==> config.mk <==
export PLATFORM = sky130hd
export DESIGN_NAME = lane_dot_product
export DESIGN_NICKNAME = d
export VERILOG_FILES = /design/src/sparse_pkg.sv /design/src/logic/lane_dot_product.sv
export SDC_FILE = /design/constraint.sdc
export NUM_CORES = 2
export LEC_CHECK = 0
export ABC_AREA = 1
export BUFFER_PORTS_ARGS = -buffer_cell sky130_fd_sc_hd__buf_4
export CAP_MARGIN = 10
export CORE_UTILIZATION = 34
export CTS_CLUSTER_DIAMETER = 200
export DETAILED_ROUTE_END_ITERATION = 6
export MAX_ROUTING_LAYER = met4
export PLACE_DENSITY = 0.61
export REMOVE_ABC_BUFFERS = 1
export SLEW_MARGIN = 0
export SYNTH_ARGS = -nofsm -noshare
export SYNTH_HDL_FRONTEND = slang
export SYNTH_SLANG_ARGS = --single-unit
==> constraint.sdc <==
create_clock -name clk_i -period 0.95 [get_ports clk_i]
set_input_delay 0.0475 -clock clk_i [delete_from_list [all_inputs] [get_ports clk_i]]
set_output_delay 0.0475 -clock clk_i [all_outputs]
set_load 0.01 [all_outputs]
==> src/sparse_pkg.sv <==
package sparse_pkg;

    //////////////////////////////////////////////////////////////////////
    // lane and bus widths
    //////////////////////////////////////////////////////////////////////

    localparam int LANES = 16;
    localparam int I_WIDTH = 8;
    localparam int F_WIDTH = 8;
    localparam int ACC_WIDTH = I_WIDTH + F_WIDTH;

    localparam int DRAM_DATA_WIDTH = 32;
    localparam int DRAM_ADDR_WIDTH = 18;

    // one memory row holds all lanes
    localparam int ROW_WIDTH = LANES * I_WIDTH;
    localparam int WORDS_PER_ROW = ROW_WIDTH / DRAM_DATA_WIDTH;

    // default depth of the lane memories, 64 rows
    localparam int MEM_ADDR_WIDTH = 6;

    //////////////////////////////////////////////////////////////////////
    // data types
    //////////////////////////////////////////////////////////////////////

    typedef logic signed [I_WIDTH-1:0] lane_t;

    // lane 0 sits in the lowest byte
    typedef lane_t [LANES-1:0] lane_row_t;

    typedef logic signed [ACC_WIDTH-1:0] acc_t;
    typedef logic [DRAM_DATA_WIDTH-1:0] dram_word_t;
    typedef logic [DRAM_ADDR_WIDTH-1:0] dram_addr_t;

    // inclusive word range in DRAM
    typedef struct packed {
        dram_addr_t start_addr;
        dram_addr_t finish_addr;
    } region_t;

    typedef enum logic [2:0] {
        IDLE,
        LOAD_WEIGHT,
        LOAD_FEATURE,
        COMPUTE,
        FINISH
    } engine_state_e;

    typedef enum logic {
        TARGET_WEIGHT,
        TARGET_FEATURE
    } load_target_e;

endpackage

==> src/logic/lane_dot_product.sv <==
`timescale 1ns/1ps

module lane_dot_product (
    input  logic                  clk_i,
    input  logic                  rd_weight_rst,
    input  logic                  valid_i,
    input  sparse_pkg::lane_row_t weight_row_i,
    input  sparse_pkg::lane_row_t feature_row_i,
    output sparse_pkg::acc_t      result_o,
    output logic                  valid_o
);

    logic             operand_valid_q;
    sparse_pkg::acc_t dot_sum;

    // lanes sign extended to ACC_WIDTH, the sum wraps at that width
    always_comb begin
        dot_sum = '0;
        for (int i = 0; i < sparse_pkg::LANES; i++) begin
            dot_sum = dot_sum + sparse_pkg::acc_t'(weight_row_i[i]) *
                                sparse_pkg::acc_t'(feature_row_i[i]);
        end
    end

    // operand_valid_q marks the cycle the memory rows sit on the inputs
    always_ff @(posedge clk_i or posedge rd_weight_rst) begin
        if (rd_weight_rst) begin
            operand_valid_q <= 1'b0;
            valid_o         <= 1'b0;
        end else begin
            operand_valid_q <= valid_i;
            valid_o         <= operand_valid_q;
        end
    end

    always_ff @(posedge clk_i) begin
        if (operand_valid_q) begin
            result_o <= dot_sum;
        end
    end

endmodule

==> results.yml <==
setup_path:
  kind_of_critical_path: "in -> reg"
  critical_path.max_fanout: 6
  cp_common_cell: "fa_1"
  cp-start-kind: "primary input"
  crit_required_ps: 960
  crit_path_end_kind: "flop"
  cp.arrival_ps: 8080
  worst_path_max_delay_cell: "fa_1"
  max_stage_delay_ps: 570
sta:
  fmaxAchievable_ghz: 0.1240
  worst_clock_skew_ps: 5.652
  final_max_slew_viol_count: 0
  min_period_over_period: 8.491
  rsz0062_at_grt: "yes"
  final_hold_viol_count: 0
  worstMarginPinSlew_ps: 346.3
  fin_crit_ps: 8066
  timing.slew.headroom: 0.7675
  postLayoutSetupSlackWorst_ps: -7116
  setup_viol: 25
floorplanning:
  floorplan.initialDensity: 0.3436
  die_area_um2: 130800
  die_x_um: 361.7
  die_boundary_height_um: 361.7
  core_area_um2: 128000
  cell_row_count: 131
  io-pin-count: 276
global_route:
  grt_antenna_before_repair: 19
  vias_in_the_first_global_route: 35867
  maximum_number_of_pins_on_one_net_before_global_route_repair: 18
  grt_use_total: 0.2059
  grt_first_pass_wirelength_um: 201300
  leftover_overflow_at_the_end_of_global_routing: 0
drt:
  route.detailed.vias_per_inst: 4.263
  drc: 0
  detail-route-antenna-nets: 0
  totalWireLength_um: 124900
  num_vias: 32020
  wl_per_cell_um: 16.63
  dr.pass1.iters: 5
  drt-initial-drc-count: 1673
cts:
  tritoncts: "done"
  cts_num_sinks: 18
  cts_htree_levels: 1
  cts.reportedPaths.clkPinSlew_ps: 60
  cts.path.max_buffers: 2
  clock_latency_on_the_worst_skew_pair_ps: 260
  cts_buffers: 3
  ctsRootBufferMaster: "clkbuf_16"
cells_and_area:
  nNetsFinal: 7590
  post-route-util: 0.4118
  area_growth_syn_to_layout_pct: 19.84
  drive_gt1_frac: 0.1931
yosys:
  synth-edff-count: 16
  synth.ff_latch_count: 18
  syn_inst: 5224
  synth.distinct_cells: 26
  syn_avg_cell_area_um2: 8.421
  synthesis.area_um2: 43990
  yosysWarningCount: 0
  synth-main-ff-cell: "edfxtp_1"
  synth.yosys.seq_area_share: 0.01206
  synth_async_sr_flop_share: 0.1111
outcome:
  status: "finished with violations"
  violations: "negative setup slack"
worst_hold_path:
  worst_hold_path_type: "in -> async"
flow_run:
  maxCapViolations: 0
place:
  detailed_place_hpwl_um: 118200
  port_buffers: 275
  gpl.final_weighted_congestion: 0.9533
==> registers in the layout, summed over array words and instances, names as in the netlist <==
| register | count |
|---|---|
| operand_valid_q | 1 |
| result_o | 16 |
| valid_o | 1 |
==> cell families (layout without fill, tap and decap cells) <==
family | count (synthesis) | after routing | share of synthesized area
compound gates | 24 | 24 | 0.002930
xor+xnor | 92 | 92 | 0.01900
fa+ha+maj | 1567 | 1567 | 0.6582
buf+inv | 2204 | 2743 | 0.1881
flops | 18 | 18 | 0.01206
other cells | 0 | 19 | 0
simple gates | 1319 | 1319 | 0.1198
==> final cells by class <==
| type | instances | area, um2 |
|---|---|---|
| repair buffers | 775 | 6327 |
| flip-flops and latches | 18 | 530.5 |
| multi-input cells | 3002 | 36180 |
| well taps | 1729 | 2163 |
| clock buffers | 3 | 75.07 |
| fillers | 12764 | 75290 |
| diodes | 19 | 47.55 |
| clock inverters | 1 | 3.754 |
| inverters | 1964 | 7392 |
==> worst paths after layout <==
check / cells after the start / to / slack [ps] / from
min in group clk_i: 2 / operand_valid_q / 440 / valid_i
hold reg to reg: 1 / valid_o / 590 / operand_valid_q
max in group asynchronous: 3 / operand_valid_q / 660 / rd_weight_rst
setup / recovery: 33 / result_o[15] / -7120 / feature_row_i[127]
setup reg to reg: 1 / result_o[15] / 100 / operand_valid_q
hold / removal: 3 / valid_o / 190 / rd_weight_rst
==> worst max-delay path, delay by kind of cell <==
| family | cells | cell delay, ps |
|---|---|---|
| buffers and inverters | 7 | 610 |
| AO/OA/AOI/OAI | 1 | 120 |
| adder cells (fa/ha/maj) | 13 | 6410 |
| AND/OR/NAND/NOR | 12 | 890 |
==> Yosys cell counts (7+ instances only) <==
master,count,area (um2)
a21oi_1,13,65.06
inv_1,1957,7346
nand3b_1,10,75.07
xor2_1,42,367.9
nor2_1,65,244.0
nand2_1,1106,4151
inv_2,7,26.28
clkbuf_1,240,900.9
o21ai_0,7,35.03
nand3_1,55,275.3
xnor2_1,46,402.9
edfxtp_1,16,480.5
nand2_2,8,50.05
fa_1,1245,24920
ha_1,322,4029
or2_2,69,431.7
==> metal layers <==
metal,part of all wire,global-route usage,vias up
li1,-,-,15028
met1,0.43,0.2659,16247
met2,0.51,0.3560,649
met3,0.046,0.01951,96
met4,0.018,0.03298,0
met5,0,-,-
==> placed cells by master, fill, tap and decap left out, types with 4 or more instances in the layout <==
cell,instances
nand2_2,39
or2_4,9
ha_4,49
xor2_1,42
clkinvlp_4,4
xnor2_1,46
inv_1,1874
or2_1,4
or2_2,60
nand3_1,53
nand2_4,6
inv_2,84
a21oi_1,5
edfxtp_1,16
buf_4,685
buf_12,16
o21ai_0,6
nor2_2,4
buf_6,63
nand3b_1,10
ha_1,273
buf_8,9
fa_2,61
a21oi_2,7
nand2_1,1069
fa_1,1184
diode_2,19
nor2_1,59
==> repair_timing <==
item / CTS / global route
gates resized for setup: 225 / 137
buffers inserted: 13 / 14
pin swaps: 149 / 118
endpoints found under the setup margin: 27 / 27
hold buffers: 2 / 0
endpoints found under the hold margin: 3 / 0
==> per-stage QoR <==
| step | cells | setup WS, ps | setup TNS, ps | hold WS (ps) | instance area (um2) |
|---|---|---|---|---|---|
| after detailed placement | 7461 | -7496 | -101290 | -89.52 | 51010 |
| final | 7511 | -7116 | -93390 | 190.2 | 52720 |
| after floorplan | 4984 | -7019 | -90840 | -211.3 | 43090 |
| after CTS | 7478 | -7039 | -93190 | 178.0 | 52070 |
| after global placement | 7461 | -7498 | -100530 | -95.45 | 51010 |
| after global routing | 7510 | -7426 | -96330 | 221.0 | 52720 |
Power is not shown: default switching activity piles up to over one toggle a cycle in this logic, so the estimate is an artifact.
