**config.mk**
```make
export PLATFORM = sky130hd
export DESIGN_NAME = dram_row_packer
export DESIGN_NICKNAME = d
export VERILOG_FILES = /design/src/sparse_pkg.sv /design/src/logic/dram_row_packer.sv
export SDC_FILE = /design/constraint.sdc
export NUM_CORES = 1
export LEC_CHECK = 0
export ABC_AREA = 1
export BUFFER_PORTS_ARGS = -buffer_cell sky130_fd_sc_hd__buf_2
export CAP_MARGIN = 25
export CORE_MARGIN = 10
export CORE_UTILIZATION = 44
export DETAILED_ROUTE_END_ITERATION = 7
export HOLD_SLACK_MARGIN = 0.1
export PLACE_DENSITY = 0.78
export SETUP_SLACK_MARGIN = 0.2
export SYNTH_ARGS = -nofsm -noshare
export SYNTH_HDL_FRONTEND = slang
export SYNTH_SLANG_ARGS = --single-unit
```
**constraint.sdc**
```tcl
create_clock -name clk_i -period 1.34 [get_ports clk_i]
set_clock_uncertainty 0.05 [all_clocks]
set_input_delay 0 -clock clk_i [delete_from_list [all_inputs] [get_ports clk_i]]
set_output_delay 0 -clock clk_i [all_outputs]
set_load 0.01 [all_outputs]
```
**src/sparse_pkg.sv**
```systemverilog
package sparse_pkg;

    //////////////////////////////////////////////////////////////////////
    // lane and bus widths
    //////////////////////////////////////////////////////////////////////

    localparam int LANES = 16;
    localparam int I_WIDTH = 8;
    localparam int F_WIDTH = 8;
    localparam int ACC_WIDTH = I_WIDTH + F_WIDTH;

    localparam int DRAM_DATA_WIDTH = 32;
    localparam int DRAM_ADDR_WIDTH = 18;

    // one memory row holds all lanes
    localparam int ROW_WIDTH = LANES * I_WIDTH;
    localparam int WORDS_PER_ROW = ROW_WIDTH / DRAM_DATA_WIDTH;

    // default depth of the lane memories, 64 rows
    localparam int MEM_ADDR_WIDTH = 6;

    //////////////////////////////////////////////////////////////////////
    // data types
    //////////////////////////////////////////////////////////////////////

    typedef logic signed [I_WIDTH-1:0] lane_t;

    // lane 0 sits in the lowest byte
    typedef lane_t [LANES-1:0] lane_row_t;

    typedef logic signed [ACC_WIDTH-1:0] acc_t;
    typedef logic [DRAM_DATA_WIDTH-1:0] dram_word_t;
    typedef logic [DRAM_ADDR_WIDTH-1:0] dram_addr_t;

    // inclusive word range in DRAM
    typedef struct packed {
        dram_addr_t start_addr;
        dram_addr_t finish_addr;
    } region_t;

    typedef enum logic [2:0] {
        IDLE,
        LOAD_WEIGHT,
        LOAD_FEATURE,
        COMPUTE,
        FINISH
    } engine_state_e;

    typedef enum logic {
        TARGET_WEIGHT,
        TARGET_FEATURE
    } load_target_e;

endpackage

```
**src/logic/dram_row_packer.sv**
```systemverilog
`timescale 1ns/1ps

module dram_row_packer #(
    parameter int MEM_ADDR_WIDTH = sparse_pkg::MEM_ADDR_WIDTH
) (
    input  logic                      clk_i,
    input  logic                      rd_weight_rst,
    input  logic                      word_valid_i,
    input  sparse_pkg::load_target_e  target_i,
    input  sparse_pkg::dram_word_t    mem_data_i,
    output sparse_pkg::lane_row_t     row_o,
    output logic [MEM_ADDR_WIDTH-1:0] wr_addr_o,
    output logic                      weight_wr_o,
    output logic                      feature_wr_o
);

    localparam int CNT_WIDTH = $clog2(sparse_pkg::WORDS_PER_ROW);

    logic [sparse_pkg::ROW_WIDTH-1:0] shift_q;
    logic [CNT_WIDTH-1:0]             word_cnt_q;
    logic [MEM_ADDR_WIDTH-1:0]        row_idx_q;
    logic [MEM_ADDR_WIDTH-1:0]        row_sel;
    sparse_pkg::load_target_e         target_q;
    logic                             wr_q;

    // a new destination starts again at row 0
    assign row_sel = (target_i != target_q) ? '0 : row_idx_q;

    always_ff @(posedge clk_i or posedge rd_weight_rst) begin
        if (rd_weight_rst) begin
            word_cnt_q <= '0;
            row_idx_q  <= '0;
            target_q   <= sparse_pkg::TARGET_WEIGHT;
            wr_q       <= 1'b0;
        end else begin
            wr_q <= 1'b0;
            if (word_valid_i) begin
                target_q <= target_i;
                if (word_cnt_q == CNT_WIDTH'(sparse_pkg::WORDS_PER_ROW - 1)) begin
                    word_cnt_q <= '0;
                    wr_q       <= 1'b1;
                    row_idx_q  <= row_sel + 1'b1;
                end else begin
                    word_cnt_q <= word_cnt_q + 1'b1;
                    row_idx_q  <= row_sel;
                end
            end
        end
    end

    // words enter at the top, so the first word ends in lanes 0 to 3
    always_ff @(posedge clk_i) begin
        if (word_valid_i) begin
            shift_q <= {mem_data_i, shift_q[sparse_pkg::ROW_WIDTH-1:sparse_pkg::DRAM_DATA_WIDTH]};
            if (word_cnt_q == CNT_WIDTH'(sparse_pkg::WORDS_PER_ROW - 1)) begin
                wr_addr_o <= row_sel;
            end
        end
    end

    assign row_o        = shift_q;
    assign weight_wr_o  = wr_q && (target_q == sparse_pkg::TARGET_WEIGHT);
    assign feature_wr_o = wr_q && (target_q == sparse_pkg::TARGET_FEATURE);

endmodule

```
==> impl_results.md <==
- Fmax: approximately 640 MHz
- Iteration-0 DRC count of the detailed router: 196
- CTS Buf Count: 17
- Final Max Tran Viols: 0
- Crit-path max FO: 3
- Worst hold path class: input pin to register
- Sink Count: roughly 140
- TritonRoute pass-1 iters: 4
- Final ANT Viol Nets: 0
- Port bufs: 171
- CTS Root Cell: clkbuf_8
- Chip height: between 100 and 150 um
- Slew margin rel.: 0.7366
- Total grt overflow: 0
- Synth area leaders: edfxtp_1 88%, dfrtp_1 5.4%, nand2_1 2.0%
- Final WL: about 12,000 um
- Number of synthesized flops with an enable pin: 134
- Vias in the first global route: 3,048
- Die W: 122.2 um
- Post-synth top area share: 0.8751
- Crit share post-route: 1.168
- First-pass GRT wire length: 16,770 um
- CP arrival: 1.92 ns
- Most frequent cell after synthesis: edfxtp_1
- Avg WL per Cell: between 15 and 20 um
- Main flop type after synthesis: edfxtp_1
- Final setup margin: -0.2246 ns
- Worst-skew pair later-pin latency: roughly 0.51 ns
- Mapped Area: 4598 sq um
- Outcome: complete, but fails checks
- Final HPWL DP: about 7500 um
- RePlAce Congestion: between 0.7 and 0.8
- Slowest CP cell: dfrtp_1
- Clk slew on worst S/H paths: ~0.06 ns
- Initial Utilization: 0.4494
- Crit. End Element: register
- Core area: a little over 10,000 sq um
- Power Dens Cells: around 1600 nW/um^2
- Asr flop ratio synth: 0.06944
- Crit path launch type: register
- Maximum vdd ir drop: around 0.0011 V
- H-tree depth: 4
- Final #Nets: between 500 and 600
- Seq/Total Area, Yosys: 0.9295
- Row count: 37
- Area Overhead vs Synth: 64.90%
- YS warnings: 0
- # hold bufs at CTS: 36
- Vias per cell: ~4.5
- Delay of the slowest critical-path stage: roughly 0.41 ns
- Max clock buf depth: 2
- Post-synthesis cell count: 214
- Placed cells: 529
- Synthesized Nets: ~250
- GRT Total Usage: 0.1490
- Io pins: 172
- Final-report hold violation count: 8
- Slew at the pin closest to its max-slew limit: just under 0.4 ns
- Place WS: -0.2965 ns
- Setup Crit Path Kind: register to register
- Power consumption: 12.18 mW
- Yosys top cell by area: edfxtp_1
- Setup TNS: -1.135 ns
- DRC Markers: 0
- Die area: about 15,000 sq um
- RSZ-0062 raised after global routing: true
- Initial antenna violation count: 0
- Max-cap viol count: 0
- Worst Path Required: between 1.5 and 2 ns
- # setup viols final: 10
- Yosys cell types: 15
- Leakage: approximately 3.2 nW
- Synthesized area per cell: around 21 sq um
- Fraction of layout cells with a size suffix above 1: 0.5641
- Yosys reg bits: 144
- Top cells by instance count after synthesis: 134 x edfxtp_1, 24 x nand2_1, 20 x inv_1
- Min Tclk post-route: approximately 1.6 ns
- DR vias: 2,964
- Hold slack: -0.1731 ns
- Failing checks: negative hold slack, negative setup slack
- Pin count of the biggest net entering global routing: 65
- CTS tree: yes
- Fin cells: 660
- Cell Chain, Critical Path: nand2_2 > nand2_4 > nor2_4 > ha_4 > inv_2 > nor2_4 > inv_2 > nor2_4 > nand2_1 > nand2_1 > nand2_1
[state kept, by name (all words and copies together) (netlist names)]
name / flops
wr_q: 1
wr_addr_o: 6
row_idx_q: 6
target_q: 1
row_o: 128
word_cnt_q: 2
[layer usage]
metal | GRT usage | vias to the layer above | share of wire
met5 | 0 | - | 0
met2 | 0.2709 | 109 | 0.57
met3 | 0.06061 | 15 | 0.071
met1 | 0.1439 | 1455 | 0.34
met4 | 0.06996 | 0 | 0.017
li1 | - | 1385 | -
[cells in the final DEF, fill, tap and decap left out, drive strengths merged, types with 2 or more instances in the layout]
cell and instances:
clkinvlp 2, nor2 9, dfrtp 10, dlygate4sd3 36
clkbuf 18, ha 2, edfxtp 134, a21oi 2
inv 25, clkinv 3, buf 241, nand3 6
nand2 27, bufinv 5
[logic make-up after synthesis]
group	synth area share
multiplexers	0.002449
adder cells (fa/ha/maj)	0.005441
AND/OR/NAND/NOR	0.04027
buffers and inverters	0.01714
AO/OA/AOI/OAI	0.003264
flip-flops	0.9295
XOR/XNOR	0.001905
[power by group]
| group | total (mW) | leakage, nW | internal, mW | switching [mW] |
|---|---|---|---|---|
| registers | 5.57 | 1.44 | 5.35 | 0.215 |
| logic | 1.52 | 1.49 | 0.815 | 0.708 |
| clock network | 5.10 | 0.309 | 3.25 | 1.85 |
[critical path, delay by kind of cell, from the launching register on]
family	cells	cell delay, ns
flops	1	0.41
buf+inv	2	0.10
fa+ha+maj	1	0.14
simple gates	8	0.76
[path summary, 6_finish.rpt]
path	startpoint	to	slack, ns	cells after the start
min	word_valid_i	row_o[16]	-0.17	1
min in group asynchronous	rd_weight_rst	row_idx_q[5]	0.51	4
max	target_q	row_idx_q[4]	-0.22	11
min reg2reg	row_o[105]	row_o[73]	0.39	0
max in group asynchronous	rd_weight_rst	target_q	0.45	4
max reg2reg	target_q	row_idx_q[4]	-0.22	11
[through the flow]
stage,util,instance area [sq um]
floorplan,-,4621
global placement,0.5593,5722
detailed placement,0.5593,5722
CTS,0.6999,7161
global route,0.7409,7580
finish,0.7411,7582
[cell type report]
cell class / count / area [sq um]
clock buffers: 18 / 417.9
multi-input cells: 49 / 349.1
diodes: 1 / 2.502
well taps: 136 / 170.2
clock inverters: 14 / 229.0
flip-flops and latches: 144 / 4274
repair buffers: 277 / 2051
fillers: 599 / 2649
inverters: 21 / 88.84
[timing repair]
item	in CTS	in global routing
resized for setup	34	45
pin swaps	9	4
buffers inserted	36	26
endpoints found under the setup margin	66	121
cloned	0	0
endpoints found under the hold margin	191	115
Power figures use the tool's default switching activity.
