File: src/sparse_pkg.sv
package sparse_pkg;

    //////////////////////////////////////////////////////////////////////
    // lane and bus widths
    //////////////////////////////////////////////////////////////////////

    localparam int LANES = 16;
    localparam int I_WIDTH = 8;
    localparam int F_WIDTH = 8;
    localparam int ACC_WIDTH = I_WIDTH + F_WIDTH;

    localparam int DRAM_DATA_WIDTH = 32;
    localparam int DRAM_ADDR_WIDTH = 18;

    // one memory row holds all lanes
    localparam int ROW_WIDTH = LANES * I_WIDTH;
    localparam int WORDS_PER_ROW = ROW_WIDTH / DRAM_DATA_WIDTH;

    // default depth of the lane memories, 64 rows
    localparam int MEM_ADDR_WIDTH = 6;

    //////////////////////////////////////////////////////////////////////
    // data types
    //////////////////////////////////////////////////////////////////////

    typedef logic signed [I_WIDTH-1:0] lane_t;

    // lane 0 sits in the lowest byte
    typedef lane_t [LANES-1:0] lane_row_t;

    typedef logic signed [ACC_WIDTH-1:0] acc_t;
    typedef logic [DRAM_DATA_WIDTH-1:0] dram_word_t;
    typedef logic [DRAM_ADDR_WIDTH-1:0] dram_addr_t;

    // inclusive word range in DRAM
    typedef struct packed {
        dram_addr_t start_addr;
        dram_addr_t finish_addr;
    } region_t;

    typedef enum logic [2:0] {
        IDLE,
        LOAD_WEIGHT,
        LOAD_FEATURE,
        COMPUTE,
        FINISH
    } engine_state_e;

    typedef enum logic {
        TARGET_WEIGHT,
        TARGET_FEATURE
    } load_target_e;

endpackage

File: src/logic/row_address_counter.sv
`timescale 1ns/1ps

module row_address_counter #(
    parameter int COUNT_WIDTH = sparse_pkg::DRAM_ADDR_WIDTH
) (
    input  logic                   clk_i,
    input  logic                   rd_weight_rst,
    input  logic                   load_i,
    input  logic                   step_i,
    input  logic [COUNT_WIDTH-1:0] start_value_i,
    input  logic [COUNT_WIDTH-1:0] finish_value_i,
    output logic [COUNT_WIDTH-1:0] count_o,
    output logic                   last_o
);

    logic [COUNT_WIDTH-1:0] finish_q;

    // load wins over step
    always_ff @(posedge clk_i or posedge rd_weight_rst) begin
        if (rd_weight_rst) begin
            count_o  <= '0;
            finish_q <= '0;
        end else if (load_i) begin
            count_o  <= start_value_i;
            finish_q <= finish_value_i;
        end else if (step_i) begin
            count_o <= count_o + 1'b1;
        end
    end

    assign last_o = (count_o == finish_q);

    // the controller must stop walking once the finish value is reached
    a_no_step_past_finish : assert property (
        @(posedge clk_i) disable iff (rd_weight_rst)
        step_i |-> !last_o
    );

endmodule

File: config.mk
export PLATFORM = sky130hd
export DESIGN_NAME = row_address_counter
export DESIGN_NICKNAME = d
export VERILOG_FILES = /design/src/sparse_pkg.sv /design/src/logic/row_address_counter.sv
export SDC_FILE = /design/constraint.sdc
export NUM_CORES = 1
export LEC_CHECK = 0
export CORE_ASPECT_RATIO = 1.5
export CORE_MARGIN = 1
export CORE_UTILIZATION = 40
export DETAILED_ROUTE_END_ITERATION = 8
export DONT_BUFFER_PORTS = 1
export SETUP_SLACK_MARGIN = 0.02
export SYNTH_ARGS = -nofsm -noshare
export SYNTH_HDL_FRONTEND = slang
export SYNTH_SLANG_ARGS = --single-unit
File: constraint.sdc
create_clock -name clk_i -period 2.65 [get_ports clk_i]
set_input_delay 0.53 -clock clk_i [delete_from_list [all_inputs] [get_ports clk_i]]
set_output_delay 0.53 -clock clk_i [all_outputs]
set_load 0.03 [all_outputs]
==> summary.md, run 1 <==
| Metric | Value |
|---|---|
| Die H | 86.26 um |
| H-tree depth | 2 |
| Crit path depth | 5 |
| Placed Cells incl. Taps | 250 |
| Count of different cell masters after synthesis | 29 |
| Setup slack, reg-to-reg | 0.43 ns |
| WL final | 4337 um |
| Worst r2r src | count_o[1] |
| Critical-path top delay cell | dfrtp_1 |
| Worst path cell trace | xor2_1 > nor4_1 > nand3_1 > nor4_2 > buf_4 |
| Non-filler cells, final | 257 |
| Crit path max-delay family | simple AND/OR/NAND/NOR gates |
| Post-CTS Setup Inserts | 0 |
| Largest net degree at the start of global routing | 52 |
| Layout cells sized above 1 | 22.28% |
| Mean routed wirelength per cell | 16.88 um |
| Fillers | 441 |
| Nets | 234 |
| Routed Antenna Nets | 0 |
| FF-to-FF End | count_o[17] |
| Slew margin rel. | 55.48% |
| Mapped Area | 0.001893 mm^2 |
| Crit path launch | count_o[14] |
| Antenna violations before repair | 0 |
| Ys Warns | 0 |
| Vias/cell | 5.307 |
| Peak supply drop | 0.3130 mV |
| Vias | 1,364 |
| Crit end category | output port |
| DR pass1 iterations | 4 |
| Clock sinks | 36 |
| Starting density of the core | 41.68% |
| CTS buffer count | 5 |
| Required time worst endpoint | 2.12 ns |
| Die Wd | 58.17 um |
| Skew-Pair Late Insertion Delay | 0.28 ns |
| Final Cycle Share | 94.69% |
| Initial DRC Count | 62 |
| Status | completed |
| Design Area, Final | 0.002136 mm^2 |
| FF-to-FF path depth | 4 |
| Ant. Diodes | 0 |
| Crit path max fanout | 6 |
| Startpoint types | register |
| Area Growth Syn to Fin | 12.82% |
| Fmax | 398.5 MHz |
| Worst Max-Slew Pin Slew | 0.6670 ns |
| Hold Path Class | in2async |
| Gpl congestion | 0.8034 |
| I/O pin count | 59 |
| First-pass GRT wire length | 7100 um |
| Root buf cell | clkbuf_8 |
| Max-slew violations | 0 |
| Crit path time final | 2.509 ns |
| DP HPWL | 3355 um |
| RSZ-0062 raised after global routing | no |
| Post-CTS Hold Fix Bufs | 0 |
| Delay of the slowest critical-path stage | 0.55 ns |
| Reg clk slew, reported paths | 0.07 ns |
| Placed cell area | 0.002038 mm^2 |
| Vias in the first global route | 1,445 |
| Syn nets | 223 |
| Static Leakage | 0.8638 nW |
| Cell row count | 30 |
| Setup_tns | 0 ns |
| Setup Skew | 0.001170 ns |
| Grt ovf | 0 |
| End of the critical path | last_o |
| Post-synthesis register bit count | 36 |
| Max-cap viol count | 0 |
| Pwr Density | 630.7 mW/mm^2 |
| Total die area | 0.005017 mm^2 |
| Register area share after synthesis | 47.59% |
| WS Path Type | reg2out |
| Power Total | 1.347 mW |
| WP data arrival | 1.98 ns |
| PortBufs | 0 |
| Final Hold Fails | 0 |
| CTS tree | done |
| Final setup fails | 0 |
| Cells after synthesis | 182 |
| CORE AREA | 0.004542 mm^2 |
| DRC Markers | 0 |
| Synthesized area per cell | 10.40 um^2 |
| WP buf/inv | 1 |
| Max clock buf depth | 2 |
| GRT Util Overall | 19.00% |
worst min path at each step:
stage	end	slack [ns]	cells after the start
2_1_floorplan	finish_q[1]	0.50	1
3_3_place_gp	finish_q[0]	0.52	1
3_5_place_dp	finish_q[4]	0.52	1
4_1_cts	count_o[2]	0.26	1
5_1_grt	count_o[1]	0.30	1
6_report	finish_q[2]	0.23	1
final cells by class:
type | instances | area (um^2) | share of cell area (%)
multi-input combinational | 132 | 944.7 | 44.23
sequential | 36 | 902.1 | 42.24
clock buffer | 7 | 96.34 | 4.511
timing repair buffer | 12 | 90.09 | 4.218
tap | 64 | 80.08 | 3.749
inverter | 6 | 22.52 | 1.054
placed cells by master (no fill, tap or decap), types with 2 or more instances in the layout:
| cell | n |
|---|---|
| mux2i_1 | 3 |
| dfrtp_1 | 35 |
| mux2_2 | 18 |
| nand3_1 | 5 |
| clkbuf_8 | 7 |
| nor4_1 | 5 |
| o21ai_0 | 14 |
| xnor2_1 | 11 |
| xor2_1 | 18 |
| a31oi_1 | 4 |
| a22oi_1 | 2 |
| nor2_1 | 6 |
| nor3_1 | 5 |
| buf_4 | 12 |
| or3_2 | 2 |
| nor2b_1 | 2 |
| inv_1 | 6 |
| nand4_1 | 5 |
| nand2_1 | 22 |
through the flow:
stage / setup slack, ns / util [%] / hold slack (ns)
6_report: 0.1407 / 47.02 / 0.2266
5_1_grt: 0.05350 / 47.02 / 0.2972
4_1_cts: 0.1267 / 47.00 / 0.2587
3_5_place_dp: 0.4363 / 44.88 / 0.5239
3_3_place_gp: 0.4562 / 44.88 / 0.5167
2_1_floorplan: 0.2812 / - / 0.5008
cells in the mapped netlist:
master    count  area [um^2]
mux2i_1       3        30.03
nor3_1        5        25.02
or4_4         1        11.26
a31oi_1       4        25.02
ha_1          1        12.51
nand2_1      22        82.58
clkbuf_2      1        5.000
o31ai_1       1        7.510
xnor2_1      11        96.34
and3_1        1        6.260
nor4_1        6        37.54
or3_2         2        15.01
nand2b_1      1        6.260
nor2_1        6        22.52
nand3_1       5        25.02
xor2_1       18        157.7
and4_1        1        8.760
dfrtp_1      36        900.9
o21ai_0      14        70.07
inv_1         6        22.52
a22oi_1       2        15.01
buf_1         2        7.510
nor2b_1       2        12.51
clkbuf_1      5        18.77
nand4_4       1        21.27
o31a_1        1        8.760
or4_1         1        7.510
nand4_1       5        31.28
mux2_2       18        202.7
where the power goes:
part	leakage [nW]	internal, mW	switching [mW]
registers	0.422	0.605	0.0931
clock network	0.0503	0.231	0.186
logic	0.391	0.105	0.126
state kept, by name, summed over array words and instances, names as in the netlist:
name,flops
finish_q,18
count_o,18
metal layers:
layer	vias to the layer above	track usage (%)	routed length, um
met4	0	6.061	57
met3	5	5.970	258
li1	650	-	-
met1	657	21.35	1577
met5	-	0	0
met2	52	33.65	2443
cells by family after synthesis:
family / share of synthesized area (%)
simple gates: 16.52
mux: 12.29
fa+ha+maj: 0.6608
xor+xnor: 13.42
compound gates: 6.675
flops: 47.59
buf+inv: 2.842
timing repair:
item	in CTS	in global routing
resized for setup	0	1
setup endpoints to repair	0	1
endpoints found under the hold margin	0	0
(Power assumes the default switching activity.)
==> run 2, diff against run 1 <==
--- a/config.mk
+++ b/config.mk
@@ -5,11 +5,14 @@
 export SDC_FILE = /design/constraint.sdc
 export NUM_CORES = 1
 export LEC_CHECK = 0
+export CELL_PAD_IN_SITES_DETAIL_PLACEMENT = 1
+export CELL_PAD_IN_SITES_GLOBAL_PLACEMENT = 1
 export CORE_ASPECT_RATIO = 1.5
 export CORE_MARGIN = 1
 export CORE_UTILIZATION = 40
 export DETAILED_ROUTE_END_ITERATION = 8
 export DONT_BUFFER_PORTS = 1
+export PLACE_DENSITY_LB_ADDON = 0.1
 export SETUP_SLACK_MARGIN = 0.02
 export SYNTH_ARGS = -nofsm -noshare
 export SYNTH_HDL_FRONTEND = slang
==> run 2 against run 1 <==
Flip-flop and latch count did not move. Clock power is essentially flat. Setup slack better by 0.075 ns. Sequential share of layout area down 0.87 points. Via count grew 2.1%. Cell count is 2.3% higher. Critical path depth unchanged. Register-to-register slack better by 0.16 ns. Clock skew grew 0.0030 ns. Critical path type unchanged. Critical endpoint unchanged. Highest routed layer unchanged.
==> summary.md, run 2 (synthesized netlist as in run 1, its figures left out) <==
| Metric | Value |
|---|---|
| Clock share of power | 30.5% (was 31.0%) |
| Final setup fails | 0 (unchanged) |
| Status | completed (unchanged) |
| GRT Util Overall | 21.25% (was 19.00%) |
| Max-slew violations | 0 (unchanged) |
| H-tree depth | 2 (unchanged) |
| Vias | 1,393 (was 1,364) |
| WL final | 4671 um (was 4337 um) |
| Antenna violations before repair | 0 (unchanged) |
| Delay of the slowest critical-path stage | 0.47 ns (was 0.55 ns) |
| Clock sinks | 36 (unchanged) |
| Peak supply drop | 0.3438 mV (was 0.3130 mV) |
| Static Leakage | 0.8926 nW (was 0.8638 nW) |
| Most frequent cells in the layout | 35 x dfrtp_1, 22 x nand2_1, 18 x mux2_2, 18 x xor2_1, 18 x buf_4 (was 35 x dfrtp_1, 22 x nand2_1, 18 x mux2_2, 18 x xor2_1, 14 x o21ai_0) |
| Setup_tns | 0 ns (unchanged) |
| Worst Max-Slew Pin Slew | 0.4804 ns (was 0.6670 ns) |
| Max-cap viol count | 0 (unchanged) |
| Placed Cells incl. Taps | 256 (was 250) |
| Fillers | 518 (was 441) |
| Final Hold Fails | 0 (unchanged) |
| Post-CTS Hold Fix Bufs | 0 (unchanged) |
| CTS tree | done (unchanged) |
| Die Wd | 58.17 um (unchanged) |
| Switching power | 0.4094 mW (was 0.4052 mW) |
| Starting density of the core | 41.68% (unchanged) |
| Largest net degree at the start of global routing | 52 (unchanged) |
| Area Growth Syn to Fin | 15.20% (was 12.82%) |
| WS Path Type | reg2out (unchanged) |
| Mean routed wirelength per cell | 17.76 um (was 16.88 um) |
| Die H | 86.26 um (unchanged) |
| Total die area | 0.005017 mm^2 (unchanged) |
| Nets | 240 (was 234) |
| Cell Int Power | 0.9552 mW (was 0.9419 mW) |
| Crit path max fanout | 7 (was 6) |
| Register area | 902.1 um^2 (unchanged) |
| Top flop regs | count_o x18, finish_q x18 (unchanged) |
| Startpoint types | register (unchanged) |
| Gpl congestion | 0.7199 (was 0.8034) |
| Skew-Pair Late Insertion Delay | 0.29 ns (was 0.28 ns) |
| Crit end category | output port (unchanged) |
| Max clock buf depth | 2 (unchanged) |
| Switching part of the total | 30.00% (was 30.08%) |
| Sequential power share | 49.2% (was 51.8%) |
| Worst path cell trace | xor2_1 > nor4_1 > nand3_1 > nor4_2 > buf_4 (unchanged) |
| Required time worst endpoint | 2.12 ns (about the same) |
| WP data arrival | 1.90 ns (was 1.98 ns) |
| Routed Antenna Nets | 0 (unchanged) |
| Commonest non-fill, non-tap cell in the layout | dfrtp_1 (unchanged) |
| PortBufs | 0 (unchanged) |
| RSZ-0062 raised after global routing | no (unchanged) |
| Multi-input logic area | 944.7 um^2 (unchanged) |
| CORE AREA | 0.004542 mm^2 (unchanged) |
| Crit path max-delay family | simple AND/OR/NAND/NOR gates (unchanged) |
| Non-filler cells, final | 263 (was 257) |
| Setup Skew | 0.004202 ns (was 0.001170 ns) |
| Cell row count | 30 (unchanged) |
| Hold Path Class | in2async (unchanged) |
| WP buf/inv | 1 (unchanged) |
| Vias/cell | 5.297 (was 5.307) |
| Reg clk slew, reported paths | 0.07 ns (about the same) |
| DP HPWL | 3605 um (was 3355 um) |
| Grt ovf | 0 (unchanged) |
| I/O pin count | 59 (unchanged) |
| CTS buffer count | 5 (unchanged) |
| Final Cycle Share | 91.85% (was 94.69%) |
| Initial DRC Count | 50 (was 62) |
| Root buf cell | clkbuf_8 (unchanged) |
| Layout cells sized above 1 | 24.62% (was 22.28%) |
| Critical-path top delay cell | dfrtp_1 (unchanged) |
| First-pass GRT wire length | 7769 um (was 7100 um) |
| Combinational power share | 20.3% (was 17.2%) |
| Vias in the first global route | 1,539 (was 1,445) |
| Crit path time final | 2.434 ns (was 2.509 ns) |
| Ant. Diodes | 0 (unchanged) |
| Slew margin rel. | 67.97% (was 55.48%) |
| DRC Markers | 0 (unchanged) |
| DR pass1 iterations | 2 (was 4) |
| Fmax | 410.8 MHz (was 398.5 MHz) |
| Pwr Density | 625.7 mW/mm^2 (was 630.7 mW/mm^2) |
==> run 2: cell types whose count changed in the layout (fill, tap and decap cells not counted), sizes merged <==
cell and delta:
buf +6
==> run 2: final cells by class <==
type                    instances  area share [%]
clock buffers                   7           4.418
inverters                       6           1.033
well taps                      64           3.672
flip-flops and latches         36           41.37
repair buffers                 18           6.196
multi-input cells             132           43.32
==> run 2: metrics by stage <==
step	setup slack (ns)	area [um^2]	util (%)	power, mW	hold slack, ns
floorplan	0.2812	1899	-	0.8796	0.5008
global placement	0.4618	2083	45.87	0.9522	0.5121
detailed placement	0.4585	2083	45.87	0.9660	0.5202
CTS	0.1286	2180	47.99	1.387	0.2471
global route	0.05739	2181	48.02	1.439	0.2925
finish	0.2160	2181	48.02	1.365	0.2278
==> run 2: per-layer routing <==
layer	track usage, %	vias up	part of all wire, %
met1	23.30	683	36
met4	7.143	0	1.6
met2	39.71	37	58
met3	4.328	7	4.0
li1	-	666	-
met5	0	-	0
==> run 2: repair_timing <==
item,in CTS,in global routing
gates resized for setup,0,1
buffers inserted,0,0
endpoints found under the setup margin,0,1
==> run 2: final timing paths <==
kind,end,slack (ns),depth (start not counted),startpoint
worst max-delay path,last_o,0.22,5,count_o[7]
worst min-delay path,finish_q[13],0.23,2,rd_weight_rst
worst max register to register,count_o[17],0.59,4,count_o[6]
worst min register to register,finish_q[17],0.53,1,finish_q[17]
max in group asynchronous,count_o[6],2.07,2,rd_weight_rst
min in group clk_i,count_o[10],0.35,1,load_i
==> run 2: worst register-to-register path: stages (launching register included) <==
cell and delay [ns]:
dfrtp_2 0.51, nand4_4 0.18, or4_4 0.59, or4_1 0.51, a31oi_1 0.18
==> run 2: power by group through the flow <==
stage / clock [mW] / sequential [mW] / combinational [mW]
final: 0.416 / 0.672 / 0.277
after detailed placement: 0 / 0.684 / 0.282
after global placement: 0 / 0.680 / 0.272
after global routing: 0.453 / 0.681 / 0.305
after CTS: 0.430 / 0.674 / 0.284
after floorplan: 0 / 0.726 / 0.154
==> run 3, diff against run 2 <==
==> constraint.sdc (replaced) <==
create_clock -name clk_i -period 2.2 [get_ports clk_i]
set_input_delay 0.44 -clock clk_i [delete_from_list [all_inputs] [get_ports clk_i]]
set_output_delay 0.44 -clock clk_i [all_outputs]
set_load 0.03 [all_outputs]
==> run 3 against run 2 <==
Flip-flop and latch count is the same. Sequential power rose by 19%. Via count up 3.4%. Wire length increased by 3.4%. Cell count increased by 1.5%. Setup slack got worse by 0.15 ns. Count of clock-buffer cells in the layout up 1.
==> summary.md, run 3 (synthesized netlist as in run 1, its figures left out) <==
| Metric | Value |
|---|---|
| Worst path cell trace | buf_4 > xnor2_1 > nand4_1 > nor4_4 > buf_6 (was xor2_1 > nor4_1 > nand3_1 > nor4_2 > buf_4) |
| Nets | 243 (was 240) |
| Die Wd | 58.17 um (unchanged) |
| Cell row count | 30 (unchanged) |
| Non-filler cells, final | 267 (was 263) |
| Setup Skew | 0.008886 ns (was 0.004202 ns) |
| Static Leakage | 0.9086 nW (was 0.8926 nW) |
| Design Area, Final | 0.002228 mm^2 (was 0.002181 mm^2) |
| Max-cap viol count | 0 (unchanged) |
| Hold WS | 0.1323 ns (was 0.2278 ns) |
| DRC Markers | 0 (unchanged) |
| Crit end category | output port (unchanged) |
| Layout cells sized above 1 | 26.60% (was 24.62%) |
| Skew-Pair Late Insertion Delay | 0.29 ns (about the same) |
| Multi-input logic area | 972.2 um^2 (was 944.7 um^2) |
| Vias | 1,440 (was 1,393) |
| Mean routed wirelength per cell | 18.09 um (was 17.76 um) |
| DP HPWL | 3692 um (was 3605 um) |
| PortBufs | 0 (unchanged) |
| Status | completed (unchanged) |
| Crit path max fanout | 5 (was 7) |
| I/O pin count | 59 (unchanged) |
| CORE AREA | 0.004542 mm^2 (unchanged) |
| GRT Util Overall | 21.32% (was 21.25%) |
| Delay of the slowest critical-path stage | 0.42 ns (was 0.47 ns) |
| Placed Cells incl. Taps | 259 (was 256) |
| Fillers | 516 (was 518) |
| Setup_tns | 0 ns (unchanged) |
| Initial DRC Count | 61 (was 50) |
| Post-CTS Setup Inserts | 0 (unchanged) |
| WP data arrival | 1.70 ns (was 1.90 ns) |
| Required time worst endpoint | 1.76 ns (was 2.12 ns) |
| Final core utilization | 49.06% (was 48.02%) |
| Vias in the first global route | 1,600 (was 1,539) |
| Worst Max-Slew Pin Slew | 0.4632 ns (was 0.4804 ns) |
| First-pass GRT wire length | 7886 um (was 7769 um) |
| WP buf/inv | 2 (was 1) |
| Pwr Density | 740.7 mW/mm^2 (was 625.7 mW/mm^2) |
| DR pass1 iterations | 4 (was 2) |
| Crit path max-delay family | simple AND/OR/NAND/NOR gates (unchanged) |
| WL final | 4830 um (was 4671 um) |
| Gpl congestion | 0.8080 (was 0.7199) |
| Placed cell area | 0.002115 mm^2 (was 0.002083 mm^2) |
| Largest net degree at the start of global routing | 52 (unchanged) |
| Startpoint types | register (unchanged) |
| Grt ovf | 0 (unchanged) |
| Register area | 902.1 um^2 (unchanged) |
| Fmax | 468.1 MHz |
| H-tree depth | 2 (unchanged) |
| Peak supply drop | 0.3574 mV (was 0.3438 mV) |
| Pre-CTS setup slack | 0.1589 ns (was 0.4585 ns) |
| Slew margin rel. | 69.12% (was 67.97%) |
| Top flop regs | count_o x18, finish_q x18 (unchanged) |
| Area Growth Syn to Fin | 17.71% (was 15.20%) |
| Crit path time final | 2.136 ns |
| Critical-path top delay cell | dfrtp_1 (unchanged) |
| Power Total | 1.650 mW (was 1.365 mW) |
| Max clock buf depth | 2 (unchanged) |
| Final Cycle Share | 97.10% |
| Starting density of the core | 41.68% (unchanged) |
| Ant. Diodes | 0 (unchanged) |
| Max-slew violations | 0 (unchanged) |
| Clock sinks | 36 (unchanged) |
| Total die area | 0.005017 mm^2 (unchanged) |
| CTS buffer count | 5 (unchanged) |
| RSZ-0062 raised after global routing | yes (was no) |
| Final Hold Fails | 0 (unchanged) |
| Final setup fails | 0 (unchanged) |
| Antenna violations before repair | 0 (unchanged) |
| WS Path Type | reg2out (unchanged) |
| Commonest non-fill, non-tap cell in the layout | dfrtp_1 (unchanged) |
| Vias/cell | 5.393 (was 5.297) |
| Hold Path Class | in2async (unchanged) |
| Setup slack after layout | 0.06378 ns (was 0.2160 ns) |
| Routed Antenna Nets | 0 (unchanged) |
| Reg clk slew, reported paths | 0.07 ns (about the same) |
| Die H | 86.26 um (unchanged) |
| CTS tree | done (unchanged) |
| Most frequent cells in the layout | 35 x dfrtp_1, 22 x nand2_1, 20 x buf_4 (was 35 x dfrtp_1, 22 x nand2_1, 18 x mux2_2, 18 x xor2_1, 18 x buf_4) |
| Root buf cell | clkbuf_8 (unchanged) |
-- run 3: cell count changes in the layout (fill, tap and decap cells not counted) --
cell / change
buf_4: +2
buf_6: +1
clkbuf_1: +2
clkbuf_8: -1
nor4_1: -3
nor4_2: +2
nor4_4: +1
-- run 3: what timing repair did --
item                                    CTS  global route
gates resized for setup                   3             2
endpoints found under the setup margin    1             1
hold buffers                              0             0
pin swaps                                 3             1
-- run 3: worst paths after layout --
check	start	to	slack, ns	depth (start not counted)
min in group clk_i	load_i	count_o[11]	0.27	1
max	count_o[4]	last_o	0.06	5
min	rd_weight_rst	finish_q[13]	0.13	2
max in group asynchronous	rd_weight_rst	count_o[2]	1.70	2
max reg2reg	count_o[1]	count_o[17]	0.19	4
min reg2reg	finish_q[17]	finish_q[17]	0.53	1
-- run 3: cell type report --
cell class,instances,share of cell area (%)
Timing Repair Buffer,21,7.243
Clock buffer,8,4.043
Multi-Input combinational cell,132,43.63
Inverter,6,1.011
Tap cell,64,3.593
Sequential cell,36,40.48
-- run 3: worst reg2reg max path, delay by kind of cell (launching register included) --
family	cells	cell delay, ns
DFF	1	0.47
and+or+nand+nor	3	1.29
AOI/OAI and AO/OA	1	0.18
-- run 3: report_power, final --
part / internal [mW] / total (mW) / switching (mW)
clock: 0.255 / 0.481 / 0.225
combinational: 0.152 / 0.370 / 0.218
sequential: 0.730 / 0.800 / 0.0702
-- run 3: layer usage --
layer  up-vias  routed length, um  GRT usage, %
li1        673                  -             -
met1       723               1754         22.28
met2        39               2808         40.96
met3         5                199         4.478
met4         0                 68         7.143
met5         -                  0             0
